File: config.mk
export PLATFORM = sky130hd
export DESIGN_NAME = dma_engine
export DESIGN_NICKNAME = d
export VERILOG_FILES = /design/src/logic/gemm_pkg.sv /design/src/logic/dma_engine.sv
export SDC_FILE = /design/constraint.sdc
export NUM_CORES = 1
export LEC_CHECK = 0
export ABC_AREA = 1
export BUFFER_PORTS_ARGS = -buffer_cell sky130_fd_sc_hd__buf_2
export CORE_AREA = 2 2 619 621
export DETAILED_ROUTE_END_ITERATION = 16
export DIE_AREA = 0 0 621 623
export PLACE_DENSITY = 0.3
export SYNTH_ARGS = -nofsm -noshare
export SYNTH_HDL_FRONTEND = slang
export SYNTH_SLANG_ARGS = --single-unit
File: constraint.sdc
create_clock -name clk -period 9.9 [get_ports clk]
set_input_delay 0.99 -clock clk [delete_from_list [all_inputs] [get_ports clk]]
set_output_delay 0.99 -clock clk [all_outputs]
set_load 0.02 [all_outputs]
File: src/logic/gemm_pkg.sv
// ----------------------------------------------------------
// widths and burst constants shared by the gemm blocks
// one 16-beat burst of 32-bit words fills four buffer rows
// ----------------------------------------------------------
package gemm_pkg;

    // byte addresses, burst aligned
    localparam int ADDR_W = 32;
    localparam int ID_W   = 4;
    localparam int LEN_W  = 8;
    // k runs 4..16, so five bits
    localparam int K_W    = 5;

    // one buffer row = four 32-bit lanes
    localparam int BUF_DW        = 128;
    localparam int BUF_AW        = 4;
    localparam int BEATS_PER_ROW = 4;

    // arlen/awlen carry BURST_LEN-1
    localparam int BURST_LEN   = 16;
    localparam int BURST_BYTES = 64;

    // read streams, A then B
    localparam logic [ID_W-1:0] ID_A = ID_W'(0);
    localparam logic [ID_W-1:0] ID_B = ID_W'(1);

endpackage

File: src/logic/dma_engine.sv
// ----------------------------------------------------------
// loads A and B over AXI read, runs the engine, writes C
// read ids 0 and 1 only, no error responses, aligned bursts
// mat_k_i in 4..16, multiple of 4, held during a run
// ----------------------------------------------------------
`timescale 1ns/10ps

module dma_engine #(
    parameter int DW       = 32,
    parameter int SA_WIDTH = 4,
    parameter int ACC_W    = 2*DW+1
) (
    input  logic                          clk,
    input  logic                          rst_n,
    input  logic [gemm_pkg::ADDR_W-1:0]   mat_a_addr_i,
    input  logic [gemm_pkg::ADDR_W-1:0]   mat_b_addr_i,
    input  logic [gemm_pkg::ADDR_W-1:0]   mat_c_addr_i,
    input  logic [gemm_pkg::K_W-1:0]      mat_k_i,
    input  logic                          start_i,
    output logic                          done_o,
    output logic                          ar_valid_o,
    input  logic                          ar_ready_i,
    output logic [gemm_pkg::ADDR_W-1:0]   ar_addr_o,
    output logic [gemm_pkg::ID_W-1:0]     ar_id_o,
    output logic [gemm_pkg::LEN_W-1:0]    ar_len_o,
    input  logic                          r_valid_i,
    output logic                          r_ready_o,
    input  logic [DW-1:0]                 r_data_i,
    input  logic [gemm_pkg::ID_W-1:0]     r_id_i,
    input  logic                          r_last_i,
    output logic                          aw_valid_o,
    input  logic                          aw_ready_i,
    output logic [gemm_pkg::ADDR_W-1:0]   aw_addr_o,
    output logic [gemm_pkg::LEN_W-1:0]    aw_len_o,
    output logic                          w_valid_o,
    input  logic                          w_ready_i,
    output logic [DW-1:0]                 w_data_o,
    output logic                          w_last_o,
    input  logic                          b_valid_i,
    output logic                          b_ready_o,
    output logic                          a_wr_en_o,
    output logic [gemm_pkg::BUF_AW-1:0]   a_wr_addr_o,
    output logic [gemm_pkg::BUF_DW-1:0]   a_wr_data_o,
    output logic                          b_wr_en_o,
    output logic [gemm_pkg::BUF_AW-1:0]   b_wr_addr_o,
    output logic [gemm_pkg::BUF_DW-1:0]   b_wr_data_o,
    output logic                          mm_start_o,
    input  logic                          mm_done_i,
    input  logic signed [ACC_W-1:0]       accum_i [SA_WIDTH][SA_WIDTH]
);

    localparam int SW_B   = $clog2(SA_WIDTH);
    localparam int WC_W   = 2*SW_B;
    localparam int BEAT_W = $clog2(gemm_pkg::BEATS_PER_ROW);
    localparam int BC_W   = gemm_pkg::K_W - 2;
    // stream 0 fills buffer A, stream 1 buffer B
    localparam logic [gemm_pkg::ID_W-1:0] SID [2] = '{gemm_pkg::ID_A, gemm_pkg::ID_B};

    typedef enum logic [2:0] {
        IDLE, ADDR_A, ADDR_B, LOAD, WAIT_MM, ADDR_C, WRITE_C, RESP
    } state_t;

    state_t                      state;
    state_t                      state_n;
    logic [BC_W-1:0]             burst_cnt;
    logic [BC_W-1:0]             burst_last;
    logic                        ar_hs;
    logic                        r_hs;
    logic [WC_W-1:0]             w_cnt;
    logic [BEAT_W-1:0]           beat_cnt [2];
    logic [gemm_pkg::K_W-1:0]    row_cnt [2];
    logic [gemm_pkg::BUF_DW-1:0] pack [2];
    logic                        wr_en [2];

    // K/4 bursts per matrix
    assign burst_last = mat_k_i[gemm_pkg::K_W-1:2] - BC_W'(1);
    assign ar_hs      = ar_valid_o && ar_ready_i;
    assign r_hs       = r_valid_i && r_ready_o;

    always_comb begin
        state_n = state;
        case (state)
            IDLE:    if (start_i) state_n = ADDR_A;
            ADDR_A:  if (ar_hs && burst_cnt == burst_last) state_n = ADDR_B;
            ADDR_B:  if (ar_hs && burst_cnt == burst_last) state_n = LOAD;
            // both buffers hold K rows
            LOAD:    if (row_cnt[0] == mat_k_i && row_cnt[1] == mat_k_i) state_n = WAIT_MM;
            WAIT_MM: if (mm_done_i) state_n = ADDR_C;
            ADDR_C:  if (aw_ready_i) state_n = WRITE_C;
            WRITE_C: if (w_ready_i && w_last_o) state_n = RESP;
            RESP:    if (b_valid_i) state_n = IDLE;
            default: state_n = IDLE;
        endcase
    end

    always_ff @(posedge clk) begin
        if (!rst_n) begin
            state      <= IDLE;
            burst_cnt  <= '0;
            w_cnt      <= '0;
            mm_start_o <= 1'b0;
        end else begin
            state      <= state_n;
            mm_start_o <= (state == LOAD) && (state_n == WAIT_MM);
            // wraps to 0 between A and B
            if (ar_hs) begin
                burst_cnt <= (burst_cnt == burst_last) ? '0 : burst_cnt + 1'b1;
            end
            // 16 beats wrap back to 0
            if (w_valid_o && w_ready_i) begin
                w_cnt <= w_cnt + 1'b1;
            end
        end
    end

    // per-stream row packing, counters restart on an accepted start
    always_ff @(posedge clk) begin
        for (int s = 0; s < 2; s++) begin
            if (!rst_n || (done_o && start_i)) begin
                beat_cnt[s] <= '0;
                row_cnt[s]  <= '0;
                wr_en[s]    <= 1'b0;
            end else begin
                wr_en[s] <= 1'b0;
                if (r_hs && r_id_i == SID[s]) begin
                    beat_cnt[s] <= beat_cnt[s] + 1'b1;
                    // row write lands the cycle after beat 3
                    wr_en[s]    <= beat_cnt[s] == BEAT_W'(gemm_pkg::BEATS_PER_ROW - 1);
                end
                if (wr_en[s]) begin
                    row_cnt[s] <= row_cnt[s] + 1'b1;
                end
            end
        end
    end

    // shift right so beat n settles in lane n
    always_ff @(posedge clk) begin
        for (int s = 0; s < 2; s++) begin
            if (r_hs && r_id_i == SID[s]) begin
                pack[s] <= {r_data_i, pack[s][gemm_pkg::BUF_DW-1:DW]};
            end
        end
    end

    assign done_o = (state == IDLE);

    // read address, A bursts then B bursts
    assign ar_valid_o = (state == ADDR_A) || (state == ADDR_B);
    assign ar_id_o    = (state == ADDR_B) ? gemm_pkg::ID_B : gemm_pkg::ID_A;
    assign ar_addr_o  = ((state == ADDR_B) ? mat_b_addr_i : mat_a_addr_i)
                      + gemm_pkg::ADDR_W'(burst_cnt) * gemm_pkg::ADDR_W'(gemm_pkg::BURST_BYTES);
    assign ar_len_o   = gemm_pkg::LEN_W'(gemm_pkg::BURST_LEN - 1);
    // data may return before the last address goes out
    assign r_ready_o  = ar_valid_o || (state == LOAD);

    assign a_wr_en_o   = wr_en[0];
    assign a_wr_addr_o = row_cnt[0][gemm_pkg::BUF_AW-1:0];
    assign a_wr_data_o = pack[0];
    assign b_wr_en_o   = wr_en[1];
    assign b_wr_addr_o = row_cnt[1][gemm_pkg::BUF_AW-1:0];
    assign b_wr_data_o = pack[1];

    // C goes out row-major, low DW bits of each accumulator
    assign aw_valid_o = (state == ADDR_C);
    assign aw_addr_o  = mat_c_addr_i;
    assign aw_len_o   = gemm_pkg::LEN_W'(gemm_pkg::BURST_LEN - 1);
    assign w_valid_o  = (state == WRITE_C);
    assign w_data_o   = accum_i[w_cnt[WC_W-1:SW_B]][w_cnt[SW_B-1:0]][DW-1:0];
    assign w_last_o   = (w_cnt == WC_W'(gemm_pkg::BURST_LEN - 1));
    assign b_ready_o  = (state == RESP);

    // stalled address holds
    a_ar_stable: assert property (@(posedge clk) disable iff (!rst_n)
        ar_valid_o && !ar_ready_i |=> ar_valid_o && $stable(ar_addr_o));

    // memory answers on the two read streams only
    a_r_id: assert property (@(posedge clk) disable iff (!rst_n)
        r_valid_i |-> (r_id_i == gemm_pkg::ID_A) || (r_id_i == gemm_pkg::ID_B));

    // every read burst ends on a row boundary
    a_r_last: assert property (@(posedge clk) disable iff (!rst_n)
        r_hs && r_last_i |->
        ((r_id_i == gemm_pkg::ID_A) ? beat_cnt[0] : beat_cnt[1]) == BEAT_W'(3));

    // w_last closes the burst, no beat follows it
    a_w_last: assert property (@(posedge clk) disable iff (!rst_n)
        w_valid_o && w_ready_i && w_last_o |=> !w_valid_o && w_cnt == '0);

endmodule

## Word-level counts from Yosys, hierarchy flattened

Memory sizes are Yosys's and may differ from the RTL's.
Index checks and enable logic that the tools add are counted.

| operators by class | value |
|---|---|
| magnitude comparators | 2 |
| mux-type cells | 46 |
| reduce and logical (&&, ||, !) cells | 17 |
| eq/ne operators | 15 |
| add/sub/neg operators | 8 |
| bitwise gates (word level) | 10 |

Operators by type and width:

| operator | count |
|---|---|
| 260-bit binary-select mux with 2-bit select | 1 |
| 260-bit 2-to-1 mux | 2 |
| 65-bit binary-select mux with 2-bit select | 1 |
| 128-bit 2-to-1 mux | 1 |
| 128-bit OR reduction | 1 |
| 32-bit 2-to-1 mux | 3 |
| 32-bit by 9-bit adder with 32-bit output | 1 |
| 3-bit 2-to-1 mux | 9 |
| 1-bit 2-to-1 mux | 24 |
| 3-bit case mux with 8 select lines | 1 |
| 3-bit equality test (second input constant) | 5 |
| 5-bit by 1-bit adder with 5-bit output (second input constant) | 2 |
| 5-bit equality test | 2 |
| 1-bit logical AND | 10 |
| 5-bit 2-to-1 mux | 2 |
| 1-bit bitwise OR | 8 |
| 3-bit by 2-bit equality test with 1-bit output (second input constant) | 2 |
| 3-bit greater-or-equal comparator (second input constant) | 2 |
| 2-bit inverter with 3-bit output | 2 |
| 2-bit by 1-bit adder with 2-bit output (second input constant) | 2 |
| 4-bit by 1-bit adder with 4-bit output (second input constant) | 1 |
| 2-bit equality test (second input constant) | 2 |
| 4-bit by 1-bit equality test with 1-bit output (second input constant) | 1 |
| 4-bit equality test (second input constant) | 1 |
| 9 further kinds | 12 |

| storage, ports and cells | value |
|---|---|
| RAM bits | 272 |
| memories kept | 4 |
| flip-flop bits (word level) | 11 |
| output and inout bits | 390 |
| input bits | 1187 |

Memories:

| memory | words | bits a word | rd ports | clocked after memory_dff | wr ports | line | RTL |
|---|---|---|---|---|---|---|---|
| pack | 2 | 128 | 2 | 0 | 1 | dma_engine.sv:72 | `logic [gemm_pkg::BUF_DW-1:0] pack [2];` |
| row_cnt | 2 | 5 | 2 | 0 | 2 | dma_engine.sv:71 | `logic [gemm_pkg::K_W-1:0] row_cnt [2];` |
| beat_cnt | 2 | 2 | 2 | 0 | 2 | dma_engine.sv:70 | `logic [BEAT_W-1:0] beat_cnt [2];` |
| wr_en | 2 | 1 | 2 | 0 | 2 | dma_engine.sv:73 | `logic wr_en [2];` |

## Logic depth before layout (Yosys ltp)

Gate-level depths: netlist of the first run.

| logic depth | value |
|---|---|
| depth in word-level cells | 9 |
| mapped depth | 18 |
| depth with buffers taken out | 16 |

## Worst setup path before layout of the first run

OpenSTA, ideal clock, no wires.

| timing path | value |
|---|---|
| path type | input -> register |
| start | in r_valid_i |
| end | mem beat_cnt[0][0] (netlist bit) (data pin) |
| required time | 9.725 ns |
| data arrival time | 7.378 ns |
| buffers on the path | 0 |
| setup time | 0.175 ns |
| setup slack | 2.347 ns |
| stages | 7 |
| cells stage by stage | inv_1 -> nor2_1 -> and3_1 -> inv_1 -> nor2_1 -> nand2_1 -> nor2_1 |

RTL lines:

| item | line | RTL |
|---|---|---|
| from (decl) | dma_engine.sv:26 | `input logic r_valid_i,` |
| to (decl) | dma_engine.sv:70 |  |

## Worst setup path after layout of the first run

| timing path | value |
|---|---|
| start | reg w_cnt[2] |
| end | out w_data_o[24] |

| on the way | value |
|---|---|
| word-level cells in the longest chain between the ends | 7 |

Ends and longest elaborated chain:

| item | line | RTL |
|---|---|---|
| from (decl) | dma_engine.sv:69 | `logic [WC_W-1:0] w_cnt;` |
| from (signal assigned) | dma_engine.sv:111 | `w_cnt <= w_cnt + 1'b1;` |
| 2-bit inverter with 3-bit output (not written as such) | dma_engine.sv:169 | `assign w_data_o = accum_i[w_cnt[WC_W-1:SW_B]][w_cnt[SW_B-1:0]][DW-1:0];` |
| 260-bit binary-select mux with 2-bit select | dma_engine.sv:169 |  |
| 260-bit 2-to-1 mux (not written as such) (2 in a row) | dma_engine.sv:169 |  |
| 65-bit binary-select mux with 2-bit select | dma_engine.sv:169 |  |
| 32-bit 2-to-1 mux (not written as such) (2 in a row) | dma_engine.sv:169 |  |
| to (decl) | dma_engine.sv:37 | `output logic [DW-1:0] w_data_o,` |

Every way passes these cells. The select of a mux whose other input is x is not followed.

==> metrics.csv, run 1 <==
stage,metric,value,unit
timing,min_period,5.82,ns
setup_path,path_delay_family,compound AO/OA/AOI/OAI gates,
synth,syn_area,15300,um2
timing,fin_crit_sh,58.8,%
placement,hpwlAfterDp,172000,um
timing,setup_viol,0,
hold_path,min_to,pack[0][173],
clocking,clock_path_buffers,3,
floorplan,core-area,381000,um2
setup_path,worst_ep_arrival_time,4.83,ns
grt,busiest_layer,met2,
timing,fin_setup_tns,0,ns
synth,ys_seq_elements,283,
routing,drt_pre_antenna_iters,5,
clocking,cts.clk_slew.worst_paths,0.06,ns
timing,worst_pin_slew,1.44,ns
routing,vias,17400,
setup_path,worstSetupPathType,flop to output port,
grt,grt_util_all_layers,9.53,%
setup_path,cp_max_fo,113,
timing,slew_viol_final,0,
synth,yosysSeqAreaShare,54.7,%
clocking,htree_num_levels,2,
hold_path,hold_class,flop to flop,
floorplan,num_rows,227,
final_layout,area_delta_synth_final,77.5,%
hold_path,hold_depth,0,
clocking,cts_hold_buffers,0,
placement,dpl_cell_area,25900,um2
routing,ant_nets,0,
setup_path,crit_path_max_incr_delay,1.02,ns
grt,antenna_found_initial,236,
routing,vias_per_cell,2.27,
routing,drt_wl_total,191000,um
placement,dpl.cell_count,7563,
floorplan,fp.dieH,623,um
grt,grt_max_degree,114,
final_layout,fin_area,27200,um2
floorplan,start_util,4.02,%
placement,port_buffers,964,
timing,hold_ws,0.415,ns
setup_path,r2r_end,beat_cnt[0][1],
run,maxCapViolations,0,
final_layout,fill_cells,45000,
timing,fin_skew,0.0481,ns
grt,use_met2,16.3,%
timing,hold_violations,0,
setup_path,crit_chain,buf_12 > buf_4 > o21ai_1 > o22ai_1 > nand2_1 > nand3_1 > buf_2,
final_layout,layout-drive-gt1-share,42.8,%
routing,wl_per_cell,24.9,um
routing,drtIter0Drc,906,
floorplan,ios,1577,
timing,rsz0062_at_grt,false,
power_and_ir_drop,power.leakage,9.71,nW
synth,synth.distinct_cells,44,
clocking,post_cts_resized,0,
placement,place_congestion,0.827,
floorplan,die-width,621,um
setup_path,worstSetupEndpointType,output port,
routing,route.detailed.drc,0,
clocking,clock_latency,0.62,ns
setup_path,reg2regPathDepth,9,
clocking,cts_tree,yes,
grt,met3_usage,5.58,%
setup_path,path_buf_inv,3,
grt,grt_pass1_wl,229000,um
setup_path,rrSetupSlack,6.00,ns
grt,overflow,0,
grt,use_met1,10.1,%
setup_path,rr_startpoint,state[1],
setup_path,start_kind,flop,
clocking,cts_root_buf,clkbuf_16,
floorplan,dieArea,387000,um2
final_layout,final_cell_mix,"buf_2, nor2_1, edfxtp_1, o21ai_0, nand2_1",
power_and_ir_drop,peakVddDrop,0.132,mV
synth,yosys_warnings,0,
power_and_ir_drop,powerDensity,112,nW/um2
grt,first_global_vias,17600,
final_layout,final_nets,3760,
setup_path,slowest_stage,o22ai_1,
clocking,numCtsBuffers,35,
run_status,status,"complete, no violations",
timing,fmax,172,MHz
synth,syn_avg_cell_area,9.14,um2
clocking,cts.repair_timing.setup_buffer_count,0,
synth,netlist_instances,1674,
final_layout,instances_no_fill,7671,
timing,relSlewSlack,4.17,%
final_layout,final_common_cell,buf_2,
setup_path,cp.required,8.91,ns
hold_path,worstHoldStart,pack[0][205],
clocking,cts.sinks,283,
==> stage by stage <==
step	setup WS (ns)	power, mW	utilization [%]
floorplan	2.35	1.48	-
finish	4.08	3.04	7.14
global route	3.84	3.19	7.12
detailed placement	4.56	1.75	6.81
global placement	4.62	1.75	6.81
CTS	3.87	3.15	7.11
==> how the worst max path moves through the flow <==
stage | start | endpoint | depth (start not counted)
floorplan | r_valid_i | beat_cnt[0][0] | 7
finish | w_cnt[2] | w_data_o[24] | 7
CTS | w_cnt[2] | w_data_o[24] | 7
global route | w_cnt[2] | w_data_o[24] | 7
detailed placement | w_cnt[2] | w_data_o[24] | 7
global placement | w_cnt[2] | w_data_o[24] | 7
==> cells in the mapped netlist (all sizes together) <==
master	instances	share of area [%]
a211oi	1	0.049
o22ai	78	3.2
nor4	1	0.041
and2	1	0.041
nand4	9	0.37
dfxtp	13	1.7
or2	4	0.16
nand3b	1	0.049
nand3	77	2.7
xnor2	10	0.57
nor2	321	8.3
conb	2	0.049
clkinv	2	0.049
clkbuf	81	2.0
buf	89	4.1
o221ai	50	2.9
o21ai	278	9.1
a21oi	6	0.20
and3	1	0.041
xor2	16	0.92
fa	1	0.13
a31oi	1	0.041
mux2i	1	0.065
nand2	259	6.7
o211ai	14	0.69
edfxtp	270	53
inv	67	1.7
nor3b	1	0.049
nor3	9	0.33
ha	10	0.82
==> cell type report <==
type	instances	area, um2	share of cell area [%]
Sequential cell	283	8380	30.8
Tap cell	5038	6300	23.2
Multi-Input combinational cell	1169	5820	21.4
Timing Repair Buffer	1004	5140	18.9
Clock buffer	39	891	3.28
Inverter	69	279	1.03
Clock inverter	24	241	0.889
Antenna cell	45	113	0.415
==> cell families after synthesis <==
family / count (synthesis) / share of synthesized area (%)
and+or+nand+nor: 684 / 18.8
AOI/OAI and AO/OA: 428 / 16.2
DFF: 283 / 54.7
buffers and inverters: 239 / 7.82
xor gates and xnor gates: 26 / 1.49
adders and majority gates: 11 / 0.948
other: 2 / 0.0491
muxes: 1 / 0.0654
==> routing by layer <==
layer | part of all wire [%] | vias to the layer above
met1 | 36 | 8141
li1 | - | 7678
met2 | 47 | 1077
met4 | 2.3 | 124
met3 | 13 | 373
met5 | 0.42 | -
==> worst register-to-register path, delay by kind of cell, from the launching register on <==
family,cells,cell delay [ns]
simple gates,4,1.65
compound gates,1,0.17
buf+inv,4,1.39
flops,1,0.53
==> registers in the layout, summed over array words and instances (netlist names) <==
register / flops
beat_cnt: 4
burst_cnt: 3
mm_start_o: 1
pack: 256
row_cnt: 10
state: 3
w_cnt: 4
wr_en: 2
==> where the power goes <==
group	switching (mW)	internal [mW]	leakage, nW
sequential	0.00798	1.31	2.56
combinational	0.246	0.139	6.60
clock	0.598	0.740	0.549
total	0.851	2.19	9.71
(Power assumes the default switching activity.)
==> run 2: changes to the inputs <==
- CORE_AREA: 2 2 619 621 -> 2 2 609 611
- DIE_AREA: 0 0 621 623 -> 0 0 611 613
- clock period: 9.9 -> 4.9 ns (I/O delays scaled with it)
==> metrics.csv, run 2 (same netlist as run 1, synthesis figures left out) <==
stage,metric,value,unit,change
grt,first_global_vias,17600,,+0.028%
setup_path,start_kind,flop,,
setup_path,endpoint,w_data_o[17],,
setup_path,crit_chain,inv_4 > o21ai_0 > o221ai_1 > o211ai_1 > nand3_1 > buf_2,,
floorplan,die-width,611,um,-1.6%
setup_path,r2r_end,pack[0][236],,
setup_path,worstSetupPathType,flop to output port,,
floorplan,num_rows,223,,-1.8%
grt,grt_max_degree,102,,-11%
timing,fin_setup_tns,0,ns,unchanged
final_layout,layout-drive-gt1-share,43.6,%,+0.78 points
floorplan,dieArea,375000,um2,-3.2%
run,maxCapViolations,0,,unchanged
final_layout,area_delta_synth_final,80.0,%,
timing,setup_viol,0,,unchanged
hold_path,hold_class,input pin to flop,,
setup_path,crit_path_max_incr_delay,0.73,ns,-0.29 ns
timing,hold_violations,0,,unchanged
run_status,status,"complete, no violations",,
routing,wl_per_cell,23.3,um,-6.5%
timing,min_period,4.39,ns,
power_and_ir_drop,power.leakage,10.0,nW,+3.2%
final_layout,largest_reg_flops,256,,unchanged
clocking,clock_latency,0.62,ns,about the same
final_layout,fin_area,27600,um2,+1.4%
clocking,cts_root_buf,clkbuf_16,,
routing,ant_nets,0,,unchanged
power_and_ir_drop,peakVddDrop,0.264,mV,+100%
power_and_ir_drop,sw_frac_of_total,28.8,%,+0.77 points
grt,overflow,0,,unchanged
setup_path,critPathLaunch,w_cnt[3],,
routing,drtIter0Drc,1169,,+29%
final_layout,reg_top3,"pack: 256 flops, row_cnt: 10 flops",,
clocking,cts.sinks,283,,unchanged
grt,grt_util_all_layers,8.94,%,-0.59 points
grt,grt_pass1_wl,211000,um,-8.0%
setup_path,cp.required,4.41,ns,-4.50 ns
setup_path,slowest_stage,o221ai_1,,
timing,hold_ws,0.0690,ns,-0.346 ns
setup_path,worstSetupEndpointType,output port,,
power_and_ir_drop,p_int,4.54,mW,+110%
timing,fmax,228,MHz,
timing,fin_crit_sh,89.5,%,
clocking,post_cts_resized,0,,unchanged
timing,worst_pin_slew,1.16,ns,-0.277 ns
clocking,cts.clk_slew.worst_paths,0.06,ns,about the same
setup_path,reg2regPathDepth,6,,-3
timing,setup_slack,0.515,ns,-3.56 ns
final_layout,final_common_cell,buf_2,,
timing,fin_skew,0.0191,ns,-0.0290 ns
power_and_ir_drop,powerDensity,231,nW/um2,+110%
placement,hpwlAfterDp,157000,um,-9.1%
final_layout,regMostFlops,pack,,
hold_path,hold_depth,1,,+1
timing,rsz0062_at_grt,false,,
placement,place_congestion,0.924,,+12%
timing,slew_viol_final,0,,unchanged
power_and_ir_drop,pwr-share-seq,41.7,%,-1.6 points
placement,port_buffers,964,,unchanged
routing,drt_pre_antenna_iters,5,,unchanged
floorplan,core-area,368000,um2,-3.4%
timing,relSlewSlack,22.7,%,+18 points
clocking,numCtsBuffers,38,,+8.6%
setup_path,rrSetupSlack,2.00,ns,-4.00 ns
clocking,cts_tree,yes,,
setup_path,worst_ep_arrival_time,3.90,ns,-0.93 ns
hold_path,worstHoldStart,r_data_i[8],,
routing,route.detailed.drc,0,,unchanged
placement,dp_slack,1.03,ns,-3.53 ns
routing,vias_per_cell,2.30,,+1.3%
floorplan,start_util,4.16,%,+0.14 points
clocking,clock_path_buffers,3,,unchanged
routing,drt_wl_total,176000,um,-8.1%
setup_path,cp_max_fo,49,,-57%
routing,vias,17300,,-0.43%
power_and_ir_drop,finalPower,6.37,mW,+110%
clocking,htree_num_levels,2,,unchanged
floorplan,ios,1577,,unchanged
power_and_ir_drop,power.switching,1.84,mW,+120%
final_layout,final_cell_mix,"buf_2, nor2_1, edfxtp_1, o21ai_0, nand2_1",,
placement,dpl_cell_area,26000,um2,+0.28%
final_layout,final_nets,3810,,+1.3%
setup_path,rr_startpoint,state[1],,
grt,antenna_found_initial,118,,-50%
power_and_ir_drop,p_comb_share,12.5,%,-0.2 points
floorplan,fp.dieH,613,um,-1.6%
power_and_ir_drop,clkPwrFrac,45.8,%,+1.8 points
-- run 2: changes by cell type in the layout (fill, tap and decap cells not counted), sizes merged --
cell,previous run,this run
buf,1004,1036
bufinv,3,2
clkinv,14,13
diode,45,67
dlygate4sd3,0,15
clkbuf,39,45
inv,75,74
-- run 2: power by group through the flow --
stage | Combinational, mW | Clock (mW) | Sequential, mW
after global placement | 0.836 | 0 | 2.71
after detailed placement | 0.832 | 0 | 2.71
after floorplan | 0.275 | 0 | 2.72
after CTS | 0.852 | 3.12 | 2.66
final | 0.798 | 2.92 | 2.66
after global routing | 0.870 | 3.15 | 2.66
-- run 2: worst max-delay path, delay by kind of cell, from the launching register on --
| kind | cells | cell delay (ns) |
|---|---|---|
| buffers and inverters | 2 | 0.87 |
| flip-flops | 1 | 0.46 |
| AO/OA/AOI/OAI | 3 | 1.67 |
| AND/OR/NAND/NOR | 1 | 0.18 |
-- run 2: metrics by stage --
| stage | util [%] | instances |
|---|---|---|
| 6_report | 7.49 | 7542 |
| 2_1_floorplan | - | 1691 |
| 5_1_grt | 7.48 | 7524 |
| 3_3_place_gp | 7.07 | 7393 |
| 3_5_place_dp | 7.07 | 7394 |
| 4_1_cts | 7.45 | 7475 |
-- run 2: metal layers --
layer	share of wire, %	track usage (%)	vias up
li1	-	-	7784
met1	33	8.45	8227
met2	55	18.0	1016
met3	7.5	2.69	269
met4	4.4	2.87	22
met5	0.085	0	-
-- run 2: worst min-delay path by stage --
stage                   end
2_1_floorplan  burst_cnt[0]
3_3_place_gp    pack[0][73]
3_5_place_dp    pack[0][73]
4_1_cts        pack[0][112]
5_1_grt         pack[0][96]
6_report       pack[0][232]
-- run 2: layout make-up --
cell class	count	area (um2)
Clock buffer	45	997
Tap cell	4837	6050
Antenna cell	67	168
Multi-Input combinational cell	1169	5820
Inverter	69	277
Timing Repair Buffer	1051	5620
Sequential cell	283	8380
Fill cell	43300	340000
Clock inverter	21	249
-- run 2: repair_timing --
item / 4_1_cts / 5_1_grt
buffers inserted: 0 / 0
endpoints found under the hold margin: 29 / 0
hold buffers: 15 / 0
==> run 3: changes to the inputs <==
- CORE_AREA: 2 2 609 611 -> 2 2 619 621
- DIE_AREA: 0 0 611 613 -> 0 0 621 623
- clock period: 4.9 -> 4.6 ns (I/O delays scaled with it)
==> metrics.csv, run 3 (same netlist as run 1, synthesis figures left out) <==
stage,metric,value,unit,change
clocking,cts_root_buf,clkbuf_16,,
final_layout,final_common_cell,buf_2,,
power_and_ir_drop,power.switching,1.84,mW,+0.43%
clocking,clock_latency,0.60,ns,-0.02 ns
power_and_ir_drop,clkPwrFrac,43.1,%,-2.7 points
setup_path,cp.required,4.14,ns,-0.27 ns
routing,drtIter0Drc,1092,,-6.6%
routing,maxUsedRoutingLayer,met5,,
final_layout,reg_top3,"pack: 256 flops, row_cnt: 10 flops",,
timing,worst_pin_slew,1.62,ns,+0.460 ns
setup_path,worst_ep_arrival_time,3.90,ns,about the same
grt,grt_max_degree,92,,-9.8%
routing,met2_length,93200,um,-3.7%
clocking,numCtsBuffers,35,,-7.9%
run_status,status,finished with violations,,
grt,first_global_vias,17600,,-0.034%
timing,hold_violations,0,,unchanged
floorplan,ios,1577,,unchanged
floorplan,core-area,381000,um2,+3.5%
timing,fin_crit_sh,94.7,%,
final_layout,largest_reg_flops,256,,unchanged
clocking,htree_num_levels,2,,unchanged
hold_path,hold_class,input pin to flop,,
routing,drt_pre_antenna_iters,5,,unchanged
routing,vias,18100,,+4.3%
floorplan,num_rows,227,,+1.8%
floorplan,dieArea,387000,um2,+3.3%
clocking,cts.repair_timing.setup_buffer_count,0,,unchanged
setup_path,worstSetupPathType,flop to output port,,
power_and_ir_drop,power.leakage,10.1,nW,+0.55%
placement,place_congestion,0.854,,-7.6%
floorplan,die-width,621,um,+1.6%
routing,dr_wl_met3,30300,um,+130%
routing,drt_wl_total,198000,um,+12%
timing,fin_skew,0.0391,ns,+0.0201 ns
timing,setup_slack,0.245,ns,-0.270 ns
routing,wl_per_cell,25.2,um,+8.0%
timing,relSlewSlack,-9.18,%,-32 points
run_status,violations,"capacitance limit, slew limit",,
routing,wl_met1,63800,um,+10%
grt,grt_util_all_layers,9.81,%,+0.88 points
setup_path,start_kind,flop,,
timing,slew_viol_final,2,,+2
grt,overflow,0,,unchanged
placement,dpl.cell_count,7614,,+3.0%
timing,setup_viol,0,,unchanged
clocking,cts_tree,yes,,
final_layout,instances_no_fill,7847,,+4.0%
clocking,cts.sinks,283,,unchanged
final_layout,layout-drive-gt1-share,43.9,%,+0.32 points
power_and_ir_drop,sw_frac_of_total,28.3,%,-0.55 points
power_and_ir_drop,p_comb_share,13.6,%,+1.1 points
timing,rsz0062_at_grt,false,,
power_and_ir_drop,pwr-share-seq,43.4,%,+1.7 points
grt,grt_pass1_wl,235000,um,+11%
setup_path,worstSetupEndpointType,output port,,
timing,min_period,4.36,ns,
final_layout,final_cell_mix,"buf_2, nor2_1, o21ai_0, edfxtp_1, nand2_1",,
placement,dp_slack,0.658,ns,-0.371 ns
floorplan,start_util,4.02,%,-0.14 points
grt,antenna_found_initial,249,,+110%
final_layout,area_delta_synth_final,83.9,%,
timing,fin_setup_tns,0,ns,unchanged
clocking,cts.clk_slew.worst_paths,0.06,ns,about the same
power_and_ir_drop,p_int,4.68,mW,+3.2%
placement,port_buffers,964,,unchanged
final_layout,regMostFlops,pack,,
timing,fmax,230,MHz,
setup_path,cp_max_fo,8,,-84%
placement,hpwlAfterDp,179000,um,+14%
power_and_ir_drop,powerDensity,232,nW/um2,+0.21%
clocking,clock_path_buffers,3,,unchanged
routing,ant_nets,0,,unchanged
final_layout,final_nets,3828,,+0.47%
floorplan,fp.dieH,623,um,+1.6%
routing,route.detailed.drc,0,,unchanged
routing,vias_per_cell,2.30,,+0.24%
run,maxCapViolations,1,,+1
power_and_ir_drop,peakVddDrop,0.233,mV,-11%
==> run 3: cell types whose count changed in the layout (fill, tap and decap cells not counted), moves of 3 or more <==
cell	previous run	this run
buf_12	8	14
clkbuf_16	38	35
o21ai_1	12	6
diode_2	67	154
o21ai_0	264	270
clkinv_2	6	3
buf_4	64	80
buf_2	964	961
inv_8	2	5
clkinv_1	3	6
==> run 3: repair_timing <==
item	CTS	global route
hold endpoints to repair	34	0
hold buffers	17	0
endpoints found under the setup margin	3	0
resized for setup	3	0
==> run 3: cell type report <==
class,instances,area (um2)
Fill cell,45000,352000
Sequential cell,283,8380
Tap cell,5038,6300
Timing Repair Buffer,1072,5860
Multi-Input combinational cell,1169,5840
Clock buffer,39,891
Antenna cell,154,385
Inverter,69,279
Clock inverter,23,214
==> run 3: power groups by stage <==
stage | sequential, mW | clock (mW) | combinational [mW]
2_1_floorplan | 2.89 | 0 | 0.293
3_5_place_dp | 2.88 | 0 | 0.913
5_1_grt | 2.83 | 3.06 | 0.961
3_3_place_gp | 2.88 | 0 | 0.917
4_1_cts | 2.83 | 3.01 | 0.930
6_report | 2.83 | 2.81 | 0.886
==> run 3: layer usage <==
layer	track usage [%]	vias to the layer above
met4	4.34	156
met2	16.4	1158
met1	9.33	8389
li1	-	7922
met5	0	-
met3	6.62	436
==> run 3: path summary, 6_finish.rpt <==
kind | from | end | slack, ns | depth (start not counted)
min reg2reg | pack[0][108] | pack[0][76] | 0.42 | 0
min | r_data_i[25] | pack[0][121] | 0.08 | 1
max | state[1] | ar_addr_o[21] | 0.24 | 14
max reg2reg | state[1] | pack[0][109] | 2.00 | 9
==> run 3: stage by stage <==
step	util (%)	hold WS [ns]	instance area, um2	total power [mW]
finish	7.40	0.0829	28100	6.52
global route	7.37	0.0327	28100	6.85
CTS	7.29	0.00423	27800	6.77
detailed placement	6.96	0.428	26500	3.80
global placement	6.95	0.428	26500	3.80
floorplan	-	0.495	15400	3.19
==> run 3: critical path: stages (launching register included) <==
cell,delay (ns)
dfxtp_1,0.53
nand2_2,0.11
nor2_4,0.44
nand2_1,0.13
nand2_2,0.30
ha_1,0.35
nand3_1,0.10
nand3_1,0.10
nand2_1,0.13
nor2_4,0.05
nand2_2,0.19
inv_1,0.12
nand2_1,0.09
xor2_1,0.30
buf_2,0.30
